`config.mk`:
```
export PLATFORM = sky130hd
export DESIGN_NAME = wb_host
export DESIGN_NICKNAME = d
export VERILOG_FILES = /design/src/source/wbh_pkg.sv /design/src/source/wbh_req_ctrl.sv /design/src/source/wbh_reg_bank.sv /design/src/source/wbh_slave_fwd.sv /design/src/source/wb_host.sv
export SDC_FILE = /design/constraint.sdc
export NUM_CORES = 1
export LEC_CHECK = 0
export ABC_AREA = 1
export BUFFER_PORTS_ARGS = -buffer_cell sky130_fd_sc_hd__buf_4
export CORE_AREA = 2 2 123 173
export CTS_CLUSTER_DIAMETER = 100
export CTS_CLUSTER_SIZE = 24
export DETAILED_ROUTE_END_ITERATION = 12
export DIE_AREA = 0 0 125 175
export PLACE_DENSITY_LB_ADDON = 0.08
export SLEW_MARGIN = 10
export SYNTH_ARGS = -nofsm -noshare
export SYNTH_HDL_FRONTEND = slang
export SYNTH_SLANG_ARGS = --single-unit
```
`constraint.sdc`:
```
create_clock -name wbm_clk_i -period 5.07 [get_ports wbm_clk_i]
set_clock_uncertainty 0.05 [all_clocks]
set_input_delay 0 -clock wbm_clk_i [delete_from_list [all_inputs] [get_ports wbm_clk_i]]
set_output_delay 0 -clock wbm_clk_i [all_outputs]
set_load 0.03 [all_outputs]
```
`src/source/wbh_pkg.sv`:
```
// wishbone host bridge shared definitions
// bus widths, local address map, register offsets,
// reset values and the global control word layout
package wbh_pkg;

   //----------------------------------------
   // bus widths
   //----------------------------------------
   localparam int WB_AW = 32;             // address width
   localparam int WB_DW = 32;             // data width
   localparam int WB_SW = 4;              // byte selects

   //----------------------------------------
   // address map
   //----------------------------------------
   localparam int LOC_SEL_BIT = 23;       // set for local register bank
   localparam int BANK_AW     = 8;        // bank select width, top of slave address
   localparam int ADR_LOW_W   = 24;       // request bits passed through to slave
   localparam int REG_OFS_LSB = 2;        // word offset, two bits wide

   // local register offsets
   localparam logic [1:0] REG_GLB  = 2'd0;   // global control
   localparam logic [1:0] REG_BANK = 2'd1;   // bank select
   localparam logic [1:0] REG_CLK1 = 2'd2;   // clock control 1
   localparam logic [1:0] REG_CLK2 = 2'd3;   // clock control 2

   // reset values
   localparam logic [BANK_AW-1:0] BANK_RST_VAL = 8'h10;

   localparam int N_PERIPH_RST = 8;       // active low peripheral resets

   // slave forward stage states
   localparam logic [1:0] FWD_IDLE = 2'd0;   // waiting for slv_req
   localparam logic [1:0] FWD_BUSY = 2'd1;   // slave cycle out
   localparam logic [1:0] FWD_DONE = 2'd2;   // ack pulse out, no relaunch

   //----------------------------------------
   // global control word
   //----------------------------------------
   // field view, msb first
   typedef struct packed {
      logic [3:0]              usb_clk_ctrl;   // 31:28
      logic [3:0]              rsvd;           // 27:24
      logic [3:0]              cpu_clk_ctrl;   // 23:20
      logic [7:0]              rtc_clk_ctrl;   // 19:12
      logic [3:0]              wb_clk_ctrl;    // 11:8
      logic [N_PERIPH_RST-1:0] periph_rst_n;   // 7:0
   } glb_ctrl_fld_t;

   // raw word for bus writes and readback,
   // fields for the reset outputs
   typedef union packed {
      logic [WB_DW-1:0] raw;
      glb_ctrl_fld_t    fld;
   } glb_ctrl_u;

endpackage

```
`src/source/wbh_req_ctrl.sv`:
```
// wishbone host request control
// registers the master strobe into a request flag, steers it
// to the local bank or the slave stage by address bit 23,
// and registers ack, error and read data back to the master
`timescale 1ns/1ps

module wbh_req_ctrl (
   input  logic                      wbm_clk_i,
   input  logic                      wbm_rst_n,
   input  logic                      wbm_stb_i,     // qualified by cyc at top
   input  logic [wbh_pkg::WB_AW-1:0] wbm_adr_i,
   input  logic                      loc_ack_i,     // one cycle pulse
   input  logic [wbh_pkg::WB_DW-1:0] loc_rdata_i,
   input  logic                      slv_ack_i,     // one cycle pulse
   input  logic                      slv_err_i,     // valid with slv_ack_i
   input  logic [wbh_pkg::WB_DW-1:0] slv_rdata_i,
   output logic                      loc_req_o,
   output logic                      slv_req_o,
   output logic [wbh_pkg::WB_DW-1:0] wbm_dat_o,
   output logic                      wbm_ack_o,
   output logic                      wbm_err_o
);

   logic                      wb_req;    // request flag
   logic                      loc_sel;   // bit 23 decode
   logic                      rsp_ack;   // ack from active block
   logic                      rsp_err;
   logic [wbh_pkg::WB_DW-1:0] rsp_dat;

   //----------------------------------------
   // target decode
   //----------------------------------------
   assign loc_sel   = wbm_adr_i[wbh_pkg::LOC_SEL_BIT];
   assign loc_req_o = wb_req & loc_sel;
   assign slv_req_o = wb_req & ~loc_sel;   // exactly one strobe while wb_req

   // response mux, local bank never errors
   always_comb
   begin
      if (loc_sel)
      begin
         rsp_ack = loc_ack_i;
         rsp_err = 1'b0;
         rsp_dat = loc_rdata_i;
      end
      else
      begin
         rsp_ack = slv_ack_i;
         rsp_err = slv_err_i;
         rsp_dat = slv_rdata_i;
      end
   end

   //----------------------------------------
   // request flag and master response
   //----------------------------------------
   // flag drops on the edge that samples the block ack and
   // stays low while the registered ack is out, so the held
   // strobe cannot relaunch before the master lets go
   always_ff @(posedge wbm_clk_i or negedge wbm_rst_n)
   begin
      if (!wbm_rst_n)
      begin
         wb_req    <= 1'b0;
         wbm_ack_o <= 1'b0;
         wbm_err_o <= 1'b0;
         wbm_dat_o <= '0;
      end
      else
      begin
         wb_req    <= wbm_stb_i & ~rsp_ack & ~wbm_ack_o;
         wbm_ack_o <= rsp_ack;             // ends every transfer
         wbm_err_o <= rsp_ack & rsp_err;   // qualifies the ack
         // hold last data on the bus
         if (rsp_ack && !rsp_err)
         begin
            wbm_dat_o <= rsp_dat;          // errored reads keep old data
         end
      end
   end

endmodule

```
`src/source/wbh_reg_bank.sv`:
```
// local register bank of the wishbone host
// four words: global control, bank select and two clock
// control words, with write decode, registered readback
// and a single-cycle local ack per request
`timescale 1ns/1ps

module wbh_reg_bank (
   input  logic                             wbm_clk_i,
   input  logic                             wbm_rst_n,
   input  logic                             loc_req_i,
   input  logic [wbh_pkg::WB_AW-1:0]        wbm_adr_i,
   input  logic                             wbm_we_i,
   input  logic [wbh_pkg::WB_DW-1:0]        wbm_dat_i,
   output logic                             loc_ack_o,
   output logic [wbh_pkg::WB_DW-1:0]        loc_rdata_o,
   output logic [wbh_pkg::BANK_AW-1:0]      bank_sel_o,
   output logic [wbh_pkg::N_PERIPH_RST-1:0] periph_rst_n_o,
   output logic [wbh_pkg::WB_DW-1:0]        cfg_clk_ctrl1_o,
   output logic [wbh_pkg::WB_DW-1:0]        cfg_clk_ctrl2_o
);

   logic [1:0]                reg_ofs;    // word offset
   logic                      acc_go;     // accepted access, ack not yet out
   logic                      wr_go;
   logic                      wr_glb;
   logic                      wr_bank;
   logic                      wr_clk1;
   logic                      wr_clk2;
   logic [wbh_pkg::WB_DW-1:0] rd_mux;     // readback select
   wbh_pkg::glb_ctrl_u        glb_ctrl;   // global control word

   //----------------------------------------
   // write decode
   //----------------------------------------
   assign reg_ofs = wbm_adr_i[wbh_pkg::REG_OFS_LSB +: 2];
   assign acc_go  = loc_req_i & ~loc_ack_o;   // req still high during ack
   assign wr_go   = acc_go & wbm_we_i;

   assign wr_glb  = wr_go & (reg_ofs == wbh_pkg::REG_GLB);
   assign wr_bank = wr_go & (reg_ofs == wbh_pkg::REG_BANK);
   assign wr_clk1 = wr_go & (reg_ofs == wbh_pkg::REG_CLK1);
   assign wr_clk2 = wr_go & (reg_ofs == wbh_pkg::REG_CLK2);

   //----------------------------------------
   // config registers
   //----------------------------------------
   // writes land on the same edge as the ack
   always_ff @(posedge wbm_clk_i or negedge wbm_rst_n)
   begin
      if (!wbm_rst_n)
      begin
         glb_ctrl.raw    <= '0;                     // peripherals held in reset
         bank_sel_o      <= wbh_pkg::BANK_RST_VAL;
         cfg_clk_ctrl1_o <= '0;
         cfg_clk_ctrl2_o <= '0;
      end
      else
      begin
         if (wr_glb)
         begin
            glb_ctrl.raw <= wbm_dat_i;
         end
         if (wr_bank)
         begin
            bank_sel_o <= wbm_dat_i[wbh_pkg::BANK_AW-1:0];   // low byte only
         end
         if (wr_clk1)
         begin
            cfg_clk_ctrl1_o <= wbm_dat_i;
         end
         if (wr_clk2)
         begin
            cfg_clk_ctrl2_o <= wbm_dat_i;
         end
      end
   end

   // active low resets straight from the low byte
   assign periph_rst_n_o = glb_ctrl.fld.periph_rst_n;

   //----------------------------------------
   // readback
   //----------------------------------------
   always_comb
   begin
      case (reg_ofs)
         wbh_pkg::REG_GLB:  rd_mux = glb_ctrl.raw;
         wbh_pkg::REG_BANK: rd_mux = {{(wbh_pkg::WB_DW - wbh_pkg::BANK_AW){1'b0}}, bank_sel_o};
         wbh_pkg::REG_CLK1: rd_mux = cfg_clk_ctrl1_o;
         wbh_pkg::REG_CLK2: rd_mux = cfg_clk_ctrl2_o;
         default:           rd_mux = '0;
      endcase
   end

   // one ack pulse per request, read data with it
   always_ff @(posedge wbm_clk_i or negedge wbm_rst_n)
   begin
      if (!wbm_rst_n)
      begin
         loc_ack_o   <= 1'b0;
         loc_rdata_o <= '0;
      end
      else
      begin
         loc_ack_o <= acc_go;
         if (acc_go && !wbm_we_i)
         begin
            loc_rdata_o <= rd_mux;
         end
      end
   end

endmodule

```
`src/source/wbh_slave_fwd.sv`:
```
// registered request stage toward the downstream slave
// launches one wishbone cycle per request with the bank byte
// on top of address bits 23:0, and turns the slave ack or
// error into a one-cycle pulse back to request control
`timescale 1ns/1ps

module wbh_slave_fwd (
   input  logic                        wbm_clk_i,
   input  logic                        wbm_rst_n,
   input  logic                        slv_req_i,
   input  logic [wbh_pkg::WB_AW-1:0]   wbm_adr_i,
   input  logic                        wbm_we_i,
   input  logic [wbh_pkg::WB_DW-1:0]   wbm_dat_i,
   input  logic [wbh_pkg::WB_SW-1:0]   wbm_sel_i,
   input  logic [wbh_pkg::BANK_AW-1:0] bank_sel_i,
   input  logic [wbh_pkg::WB_DW-1:0]   wbs_dat_i,
   input  logic                        wbs_ack_i,
   input  logic                        wbs_err_i,
   output logic                        slv_ack_o,
   output logic                        slv_err_o,
   output logic [wbh_pkg::WB_DW-1:0]   slv_rdata_o,
   output logic                        wbs_cyc_o,
   output logic                        wbs_stb_o,
   output logic [wbh_pkg::WB_AW-1:0]   wbs_adr_o,
   output logic                        wbs_we_o,
   output logic [wbh_pkg::WB_DW-1:0]   wbs_dat_o,
   output logic [wbh_pkg::WB_SW-1:0]   wbs_sel_o
);

   logic [1:0] fwd_st;    // idle / busy / done
   logic       launch;    // start slave cycle
   logic       capture;   // slave answered

   assign launch  = (fwd_st == wbh_pkg::FWD_IDLE) & slv_req_i;
   assign capture = (fwd_st == wbh_pkg::FWD_BUSY) & (wbs_ack_i | wbs_err_i);

   //----------------------------------------
   // stage control
   //----------------------------------------
   always_ff @(posedge wbm_clk_i or negedge wbm_rst_n)
   begin
      if (!wbm_rst_n)
      begin
         fwd_st    <= wbh_pkg::FWD_IDLE;
         wbs_cyc_o <= 1'b0;
         wbs_stb_o <= 1'b0;
         slv_ack_o <= 1'b0;
         slv_err_o <= 1'b0;
      end
      else
      begin
         case (fwd_st)
            wbh_pkg::FWD_IDLE:
            begin
               if (launch)
               begin
                  wbs_cyc_o <= 1'b1;
                  wbs_stb_o <= 1'b1;
                  fwd_st    <= wbh_pkg::FWD_BUSY;
               end
            end
            wbh_pkg::FWD_BUSY:
            begin
               if (capture)                     // wait states stretch here
               begin
                  wbs_cyc_o <= 1'b0;
                  wbs_stb_o <= 1'b0;
                  slv_ack_o <= 1'b1;
                  slv_err_o <= wbs_err_i;
                  fwd_st    <= wbh_pkg::FWD_DONE;
               end
            end
            wbh_pkg::FWD_DONE:
            begin
               slv_ack_o <= 1'b0;               // req still high this cycle
               slv_err_o <= 1'b0;
               fwd_st    <= wbh_pkg::FWD_IDLE;
            end
            default: fwd_st <= wbh_pkg::FWD_IDLE;
         endcase
      end
   end

   //----------------------------------------
   // payload
   //----------------------------------------
   always_ff @(posedge wbm_clk_i)
   begin
      if (launch)
      begin
         // bank byte widens the 16MB window
         wbs_adr_o <= {bank_sel_i, wbm_adr_i[wbh_pkg::ADR_LOW_W-1:0]};
         wbs_we_o  <= wbm_we_i;
         wbs_dat_o <= wbm_dat_i;
         wbs_sel_o <= wbm_sel_i;
      end
      if (capture)
      begin
         slv_rdata_o <= wbs_dat_i;
      end
   end

endmodule

```
`src/source/wb_host.sv`:
```
// wishbone host bridge top level
// one master port, bit 23 picks the local register bank
// or the downstream slave port with bank-widened address
`timescale 1ns/1ps

module wb_host (
   input  logic                             wbm_clk_i,
   input  logic                             wbm_rst_n,
   // master port
   input  logic                             wbm_cyc_i,
   input  logic                             wbm_stb_i,
   input  logic [wbh_pkg::WB_AW-1:0]        wbm_adr_i,
   input  logic                             wbm_we_i,
   input  logic [wbh_pkg::WB_DW-1:0]        wbm_dat_i,
   input  logic [wbh_pkg::WB_SW-1:0]        wbm_sel_i,
   output logic [wbh_pkg::WB_DW-1:0]        wbm_dat_o,
   output logic                             wbm_ack_o,
   output logic                             wbm_err_o,
   // slave port
   output logic                             wbs_cyc_o,
   output logic                             wbs_stb_o,
   output logic [wbh_pkg::WB_AW-1:0]        wbs_adr_o,
   output logic                             wbs_we_o,
   output logic [wbh_pkg::WB_DW-1:0]        wbs_dat_o,
   output logic [wbh_pkg::WB_SW-1:0]        wbs_sel_o,
   input  logic [wbh_pkg::WB_DW-1:0]        wbs_dat_i,
   input  logic                             wbs_ack_i,
   input  logic                             wbs_err_i,
   // config outputs
   output logic [wbh_pkg::N_PERIPH_RST-1:0] periph_rst_n_o,
   output logic [wbh_pkg::WB_DW-1:0]        cfg_clk_ctrl1_o,
   output logic [wbh_pkg::WB_DW-1:0]        cfg_clk_ctrl2_o
);

   //----------------------------------------
   // internal request / response wires
   //----------------------------------------
   logic                        loc_req;     // to reg bank
   logic                        slv_req;     // to slave stage
   logic                        loc_ack;
   logic [wbh_pkg::WB_DW-1:0]   loc_rdata;
   logic                        slv_ack;
   logic                        slv_err;
   logic [wbh_pkg::WB_DW-1:0]   slv_rdata;
   logic [wbh_pkg::BANK_AW-1:0] bank_sel;    // top address byte

   // strobe only counts inside a bus cycle
   wbh_req_ctrl u_req_ctrl (
      .wbm_clk_i   (wbm_clk_i),
      .wbm_rst_n   (wbm_rst_n),
      .wbm_stb_i   (wbm_stb_i & wbm_cyc_i),
      .wbm_adr_i   (wbm_adr_i),
      .loc_ack_i   (loc_ack),
      .loc_rdata_i (loc_rdata),
      .slv_ack_i   (slv_ack),
      .slv_err_i   (slv_err),
      .slv_rdata_i (slv_rdata),
      .loc_req_o   (loc_req),
      .slv_req_o   (slv_req),
      .wbm_dat_o   (wbm_dat_o),
      .wbm_ack_o   (wbm_ack_o),
      .wbm_err_o   (wbm_err_o)
   );

   // local registers
   wbh_reg_bank u_reg_bank (
      .wbm_clk_i       (wbm_clk_i),
      .wbm_rst_n       (wbm_rst_n),
      .loc_req_i       (loc_req),
      .wbm_adr_i       (wbm_adr_i),
      .wbm_we_i        (wbm_we_i),
      .wbm_dat_i       (wbm_dat_i),
      .loc_ack_o       (loc_ack),
      .loc_rdata_o     (loc_rdata),
      .bank_sel_o      (bank_sel),
      .periph_rst_n_o  (periph_rst_n_o),
      .cfg_clk_ctrl1_o (cfg_clk_ctrl1_o),
      .cfg_clk_ctrl2_o (cfg_clk_ctrl2_o)
   );

   // downstream slave stage
   wbh_slave_fwd u_slave_fwd (
      .wbm_clk_i   (wbm_clk_i),
      .wbm_rst_n   (wbm_rst_n),
      .slv_req_i   (slv_req),
      .wbm_adr_i   (wbm_adr_i),
      .wbm_we_i    (wbm_we_i),
      .wbm_dat_i   (wbm_dat_i),
      .wbm_sel_i   (wbm_sel_i),
      .bank_sel_i  (bank_sel),
      .wbs_dat_i   (wbs_dat_i),
      .wbs_ack_i   (wbs_ack_i),
      .wbs_err_i   (wbs_err_i),
      .slv_ack_o   (slv_ack),
      .slv_err_o   (slv_err),
      .slv_rdata_o (slv_rdata),
      .wbs_cyc_o   (wbs_cyc_o),
      .wbs_stb_o   (wbs_stb_o),
      .wbs_adr_o   (wbs_adr_o),
      .wbs_we_o    (wbs_we_o),
      .wbs_dat_o   (wbs_dat_o),
      .wbs_sel_o   (wbs_sel_o)
   );

endmodule

```
; Word-level counts from Yosys, hierarchy flattened
; Cells that the tools add are included.
[totals]
ff_bits = 278
input_bits = 107
output_inout_bits = 177
wordCells = 70
[classes]
n_eq_ne = 7
muxes = 14
bitwise_logic = 19
n_reduce_logical = 11
[ops]
columns = cell, n
row1 = 32-bit case mux with 4 select lines, 1
row2 = 32-bit two-way mux, 1
row3 = 1-bit bitwise AND, 14
row4 = 2-bit == test (second input constant), 3
row5 = 1-bit two-way mux, 6
row6 = 1-bit case mux with 2 select lines, 3
row7 = 2-bit by 1-bit == test with 1-bit output (second input constant), 2
row8 = 2-bit zero test, 2
row9 = 2-bit two-way mux, 2
row10 = 2-bit by 1-bit inequality test with 1-bit output (second input constant), 2
row11 = 1-bit NOT, 4
row12 = 2-bit case mux with 2 select lines, 1
row13 = 2-bit AND reduction, 2
row14 = 2-bit nonzero test, 2
row15 = 3-bit AND reduction, 1
row16 = 1-bit logical AND, 2
row17 = 1-bit zero test, 2
row18 = 1-bit OR, 1

; Depth between registers and ports, before layout
[logic_depth]
ltp_word = 5
ltp_mapped = 9
ltp_nobuf = 7

; Cells and area by module
; Synthesis repeated with hierarchy kept, for this count alone.
[hier_totals]
cells_unflattened = 1144
area_unflattened_um2 = 11204.5
[modules_own_cells]
columns = mod, instances, cells_each, area_each_um2, seq_area_each_um2
row1 = wbh_reg_bank, 1, 757, 6119.6, 3429.5
row2 = wbh_slave_fwd, 1, 129, 3258.1, 3158.0
row3 = wbh_req_ctrl, 1, 256, 1819.2, 875.8
row4 = wb_host, 1, 2, 7.5, 0.0

; Worst setup path after synthesis
; Ideal clock, no wire load.
[synth_timing]
kind = in2reg
start = input port wbm_adr_i[23] (netlist bit)
end = register u_slave_fwd.wbs_adr_o[0] (netlist bit), enable pin
setup_time_ps = 423
arrival_time_ps = 2038
required_time_ps = 4597
setup_slack_ps = 2560
stages = 5
n_path_buf = 2
path_cell_list = buf_4 > inv_2 > clkbuf_1 > nand4_1 > inv_1
[synth_between]
elab_chain_len = 3
[synth_lines]
columns = element, line_no
row1 = start: declaration, wb_host.sv:12  ; input logic [wbh_pkg::WB_AW-1:0] wbm_adr_i,
row2 = 1-bit NOT, wbh_req_ctrl.sv:35  ; assign slv_req_o = wb_req & ~loc_sel;
row3 = 1-bit bitwise AND, wbh_req_ctrl.sv:35
row4 = 1-bit bitwise AND, wbh_slave_fwd.sv:34  ; assign launch = (fwd_st == wbh_pkg::FWD_IDLE) & slv_req_i;
row5 = via u_slave_fwd.launch, wbh_slave_fwd.sv:31  ; logic launch;
row6 = end signal: assignment, wbh_slave_fwd.sv:92  ; wbs_adr_o <= {bank_sel_i, wbm_adr_i[wbh_pkg::ADR_LOW_W-1:0]};
row7 = end: declaration, wbh_slave_fwd.sv:24  ; output logic [wbh_pkg::WB_AW-1:0] wbs_adr_o,
; The timed path passes the listed nets, and every way through them passes these cells.
; A chain may end at the register's enable or synchronous reset.

; Worst setup path in the final report
[layout_timing]
start = input port wbm_adr_i[23] (netlist bit)
end = register u_req_ctrl.wbm_dat_o[0] (netlist bit)
[layout_between]
elab_cells_between_ends = 5
cone_classes = 3 x mux / 2 x reduce/logical
[layout_rtl]
columns = element, line_no
row1 = 1-bit two-way mux, wbh_req_ctrl.sv:40  ; if (loc_sel)
row2 = via u_req_ctrl.rsp_ack, wbh_req_ctrl.sv:26  ; logic rsp_ack;
row3 = 1-bit logical AND, wbh_req_ctrl.sv:75  ; if (rsp_ack && !rsp_err)
row4 = end signal: assignment, wbh_req_ctrl.sv:77  ; wbm_dat_o <= rsp_dat;
row5 = end: declaration, wbh_req_ctrl.sv:19  ; output logic [wbh_pkg::WB_DW-1:0] wbm_dat_o,
; The timed path passes the listed nets, and every way through them passes these cells.

==> run_results.csv <==
group,metric,value,unit
critical_path,cp_num_cells,9,
clock_tree,insertion_delay,0.49,ns
critical_path,startpoint_type,"input port",
critical_path,cp.required,5.45,ns
logic_synthesis,ys_seq_area_frac,0.691,
clock_tree,cts_tree,"built",
global_route,grt_pass1_wl,43800,µm
clock_tree,htreeDepth,1,
critical_path,cpPeakStageDelay,0.74,ns
sta,post-route-min-period,2.84,ns
sta,fin_crit_sh,0.560,
drt,drt-initial-drc-count,540,
cells_and_area,antennaDiodeCount,0,
clock_tree,clock_path_buffers,3,
clock_tree,clk_root_buffer_cell,"clkbuf_16",
sta,finalSetupTns,0,ns
global_route,grt_max_degree,74,
drt,drtPass1Iterations,5,
drt,drc,0,
sta,hold_viol_final,0,
hold_path,min_path_type,"in2reg",
critical_path,path_buf_inv,4,
cells_and_area,drive_gt1_frac,0.222,
clock_tree,numCtsBuffers,15,
critical_path,r2r-end,"u_req_ctrl.wbm_dat_o[0]",
drt,antenna_left,0,
place,place_congestion,0.818,
logic_synthesis,yosys_warnings,0,
critical_path,cp_slowest_cell,"inv_2",
drt,num_vias,8343,
critical_path,crit_path_max_fanout,36,
drt,wl,27200,µm
logic_synthesis,syn_nets,1171,
place,dp_hpwl,17500,µm
die,dieWidth,125,µm
global_route,grt_pass1_vias,8465,
power,p_leak,7.05,nW
place,port_buffers,275,
critical_path,cp.arrival,3.22,ns
logic_synthesis,synth_top_family_by_area,"simple AND/OR/NAND/NOR gates",
die,rows,62,
critical_path,crit_chain,"dlygate4sd3_1, buf_4, inv_2, nand2_1, nand2_1, nand2_1, inv_2, nand2_1, nand2_1",
global_route,grt_overflow,0,
critical_path,reg2reg_depth,6,
hold_path,hp-start,"wbm_dat_i[15]",
critical_path,crit_family,"buffers and inverters",
critical_path,r2r-start,"u_reg_bank.loc_ack_o",
critical_path,crit_path_start,"wbm_adr_i[23]",
die,start_util,0.531,
sta,worst_pin_slew,1.06,ns
job,drv_cap,0,
die,dieArea,0.0219,mm²
clock_tree,cts.sinks,278,
clock_tree,postCtsHoldBufs,101,
critical_path,r2r_setup_slack,2.56,ns
die,io_pins,284,
sta,maxSlewViolCount,0,
logic_synthesis,muxShareOfSynthArea,0,
cells_and_area,final_common_cell,"nand2_1",
logic_synthesis,avgSynthCellArea,10.1,µm²
power,power_density,418,mW/mm²
critical_path,end_kind,"flip-flop",
sta,setup-violations-final,0,
critical_path,crit_type,"in2reg",
power,ir_drop,0.331,mV
cells_and_area,mostFrequentLayoutCells,"nand2_1 (468), buf_4 (282), dfrtp_1 (176), dlygate4sd3_1 (101), edfxtp_1 (101)",
cells_and_area,area_growth,33.1,%
clock_tree,post-cts-setup-buffers,0,
global_route,grtUsageTotal,0.248,
logic_synthesis,synthXorXnorAreaFrac,0,
critical_path,worstSetupEndpoint,"u_req_ctrl.wbm_dat_o[0]",
outcome,outcome,"finished, final reports clean",
drt,routed_via_density,5.00,
logic_synthesis,synthSimpleGateAreaFrac,0.208,
drt,wl_per_cell,16.3,µm
logic_synthesis,synth_fa_ha_area_frac,0,
clock_tree,cts.reportedPaths.clkPinSlew,0.10,ns
sta,max_freq,352,MHz
global_route,antenna_found_initial,0,
logic_synthesis,synth_seq_cells,278,
clock_tree,cts_resized,0,
logic_synthesis,synth_compound_area_frac,0.0545,
critical_path,crit_top_cell,"nand2_1",
sta,rsz0062_at_grt,"false",
die,core-area,0.0203,mm²
sta,relSlewSlack,0.288,
sta,holdWs,0.173,ns
logic_synthesis,yosysUniqueCellTypes,24,
logic_synthesis,synth_cells,1064,
die,die_height,175,µm
cells_and_area,finalNetCount,1510,
logic_synthesis,netlist_area,0.0108,mm²
==> synth_stat cells (all sizes together) <==
cell	n	area, µm²
nor3	2	15.0
clkbuf	22	82.6
inv	50	188
buf	40	229
nand3	70	378
nand2	469	1760
dfrtp	176	4400
a21oi	1	5.00
o21bai	7	52.6
edfxtp	101	3030
dfstp	1	26.3
nor2	18	86.3
nand4	1	6.26
o21ai	106	531
==> kinds of logic after synthesis <==
logic type / Yosys count
simple gates: 560
flops: 278
compound gates: 114
buf+inv: 112
==> cell type report <==
cell class	instances	area (µm²)
sequential	278	7460
fill	1546	5950
timing repair buffer	384	3140
multi-input combinational	674	2840
clock buffer	24	409
tap	256	320
inverter	50	189
clock inverter	1	11.3
==> per-stage QoR <==
| stage | util | instances | setup WS [ns] | instance area (µm²) | power [W] |
|---|---|---|---|---|---|
| floorplan | - | 1064 | 2.56 | 10800 | 0.00403 |
| global placement | 0.637 | 1541 | 2.33 | 12900 | 0.00469 |
| detailed placement | 0.637 | 1541 | 2.29 | 12900 | 0.00473 |
| CTS | 0.707 | 1667 | 2.24 | 14400 | 0.00605 |
| global route | 0.707 | 1667 | 1.95 | 14400 | 0.00631 |
| finish | 0.707 | 1667 | 2.23 | 14400 | 0.00601 |
==> registers in the layout (all words and copies together), names as in the netlist, 2 cells and up <==
name / count
u_slave_fwd.fwd_st: 2
u_reg_bank.bank_sel_o: 8
u_reg_bank.cfg_clk_ctrl2_o: 32
u_slave_fwd.slv_rdata_o: 32
u_req_ctrl.wbm_dat_o: 32
u_slave_fwd.wbs_adr_o: 32
u_slave_fwd.wbs_sel_o: 4
u_slave_fwd.wbs_dat_o: 32
u_reg_bank.glb_ctrl: 32
u_reg_bank.cfg_clk_ctrl1_o: 32
u_reg_bank.loc_rdata_o: 32
==> metal layers <==
layer | wire [µm] | global-route usage
met5 | 0 | 0
met4 | 756 | 0.0731
met3 | 1620 | 0.0438
met2 | 13000 | 0.412
met1 | 11800 | 0.337
==> where the power goes <==
part	switching (W)	internal [W]
combinational	0.00111	0.000641
sequential	0.000258	0.00274
clock	0.000706	0.000567
==> worst min path at each step <==
stage / endpoint / cells past startpoint
finish: u_slave_fwd.wbs_dat_o[15] / 2
global placement: u_reg_bank.cfg_clk_ctrl2_o[9] / 1
CTS: u_slave_fwd.slv_rdata_o[8] / 2
detailed placement: u_reg_bank.cfg_clk_ctrl2_o[9] / 1
floorplan: u_reg_bank.bank_sel_o[0] / 0
global route: u_slave_fwd.slv_rdata_o[21] / 2
No activity file was read; power rests on OpenSTA's default activity.
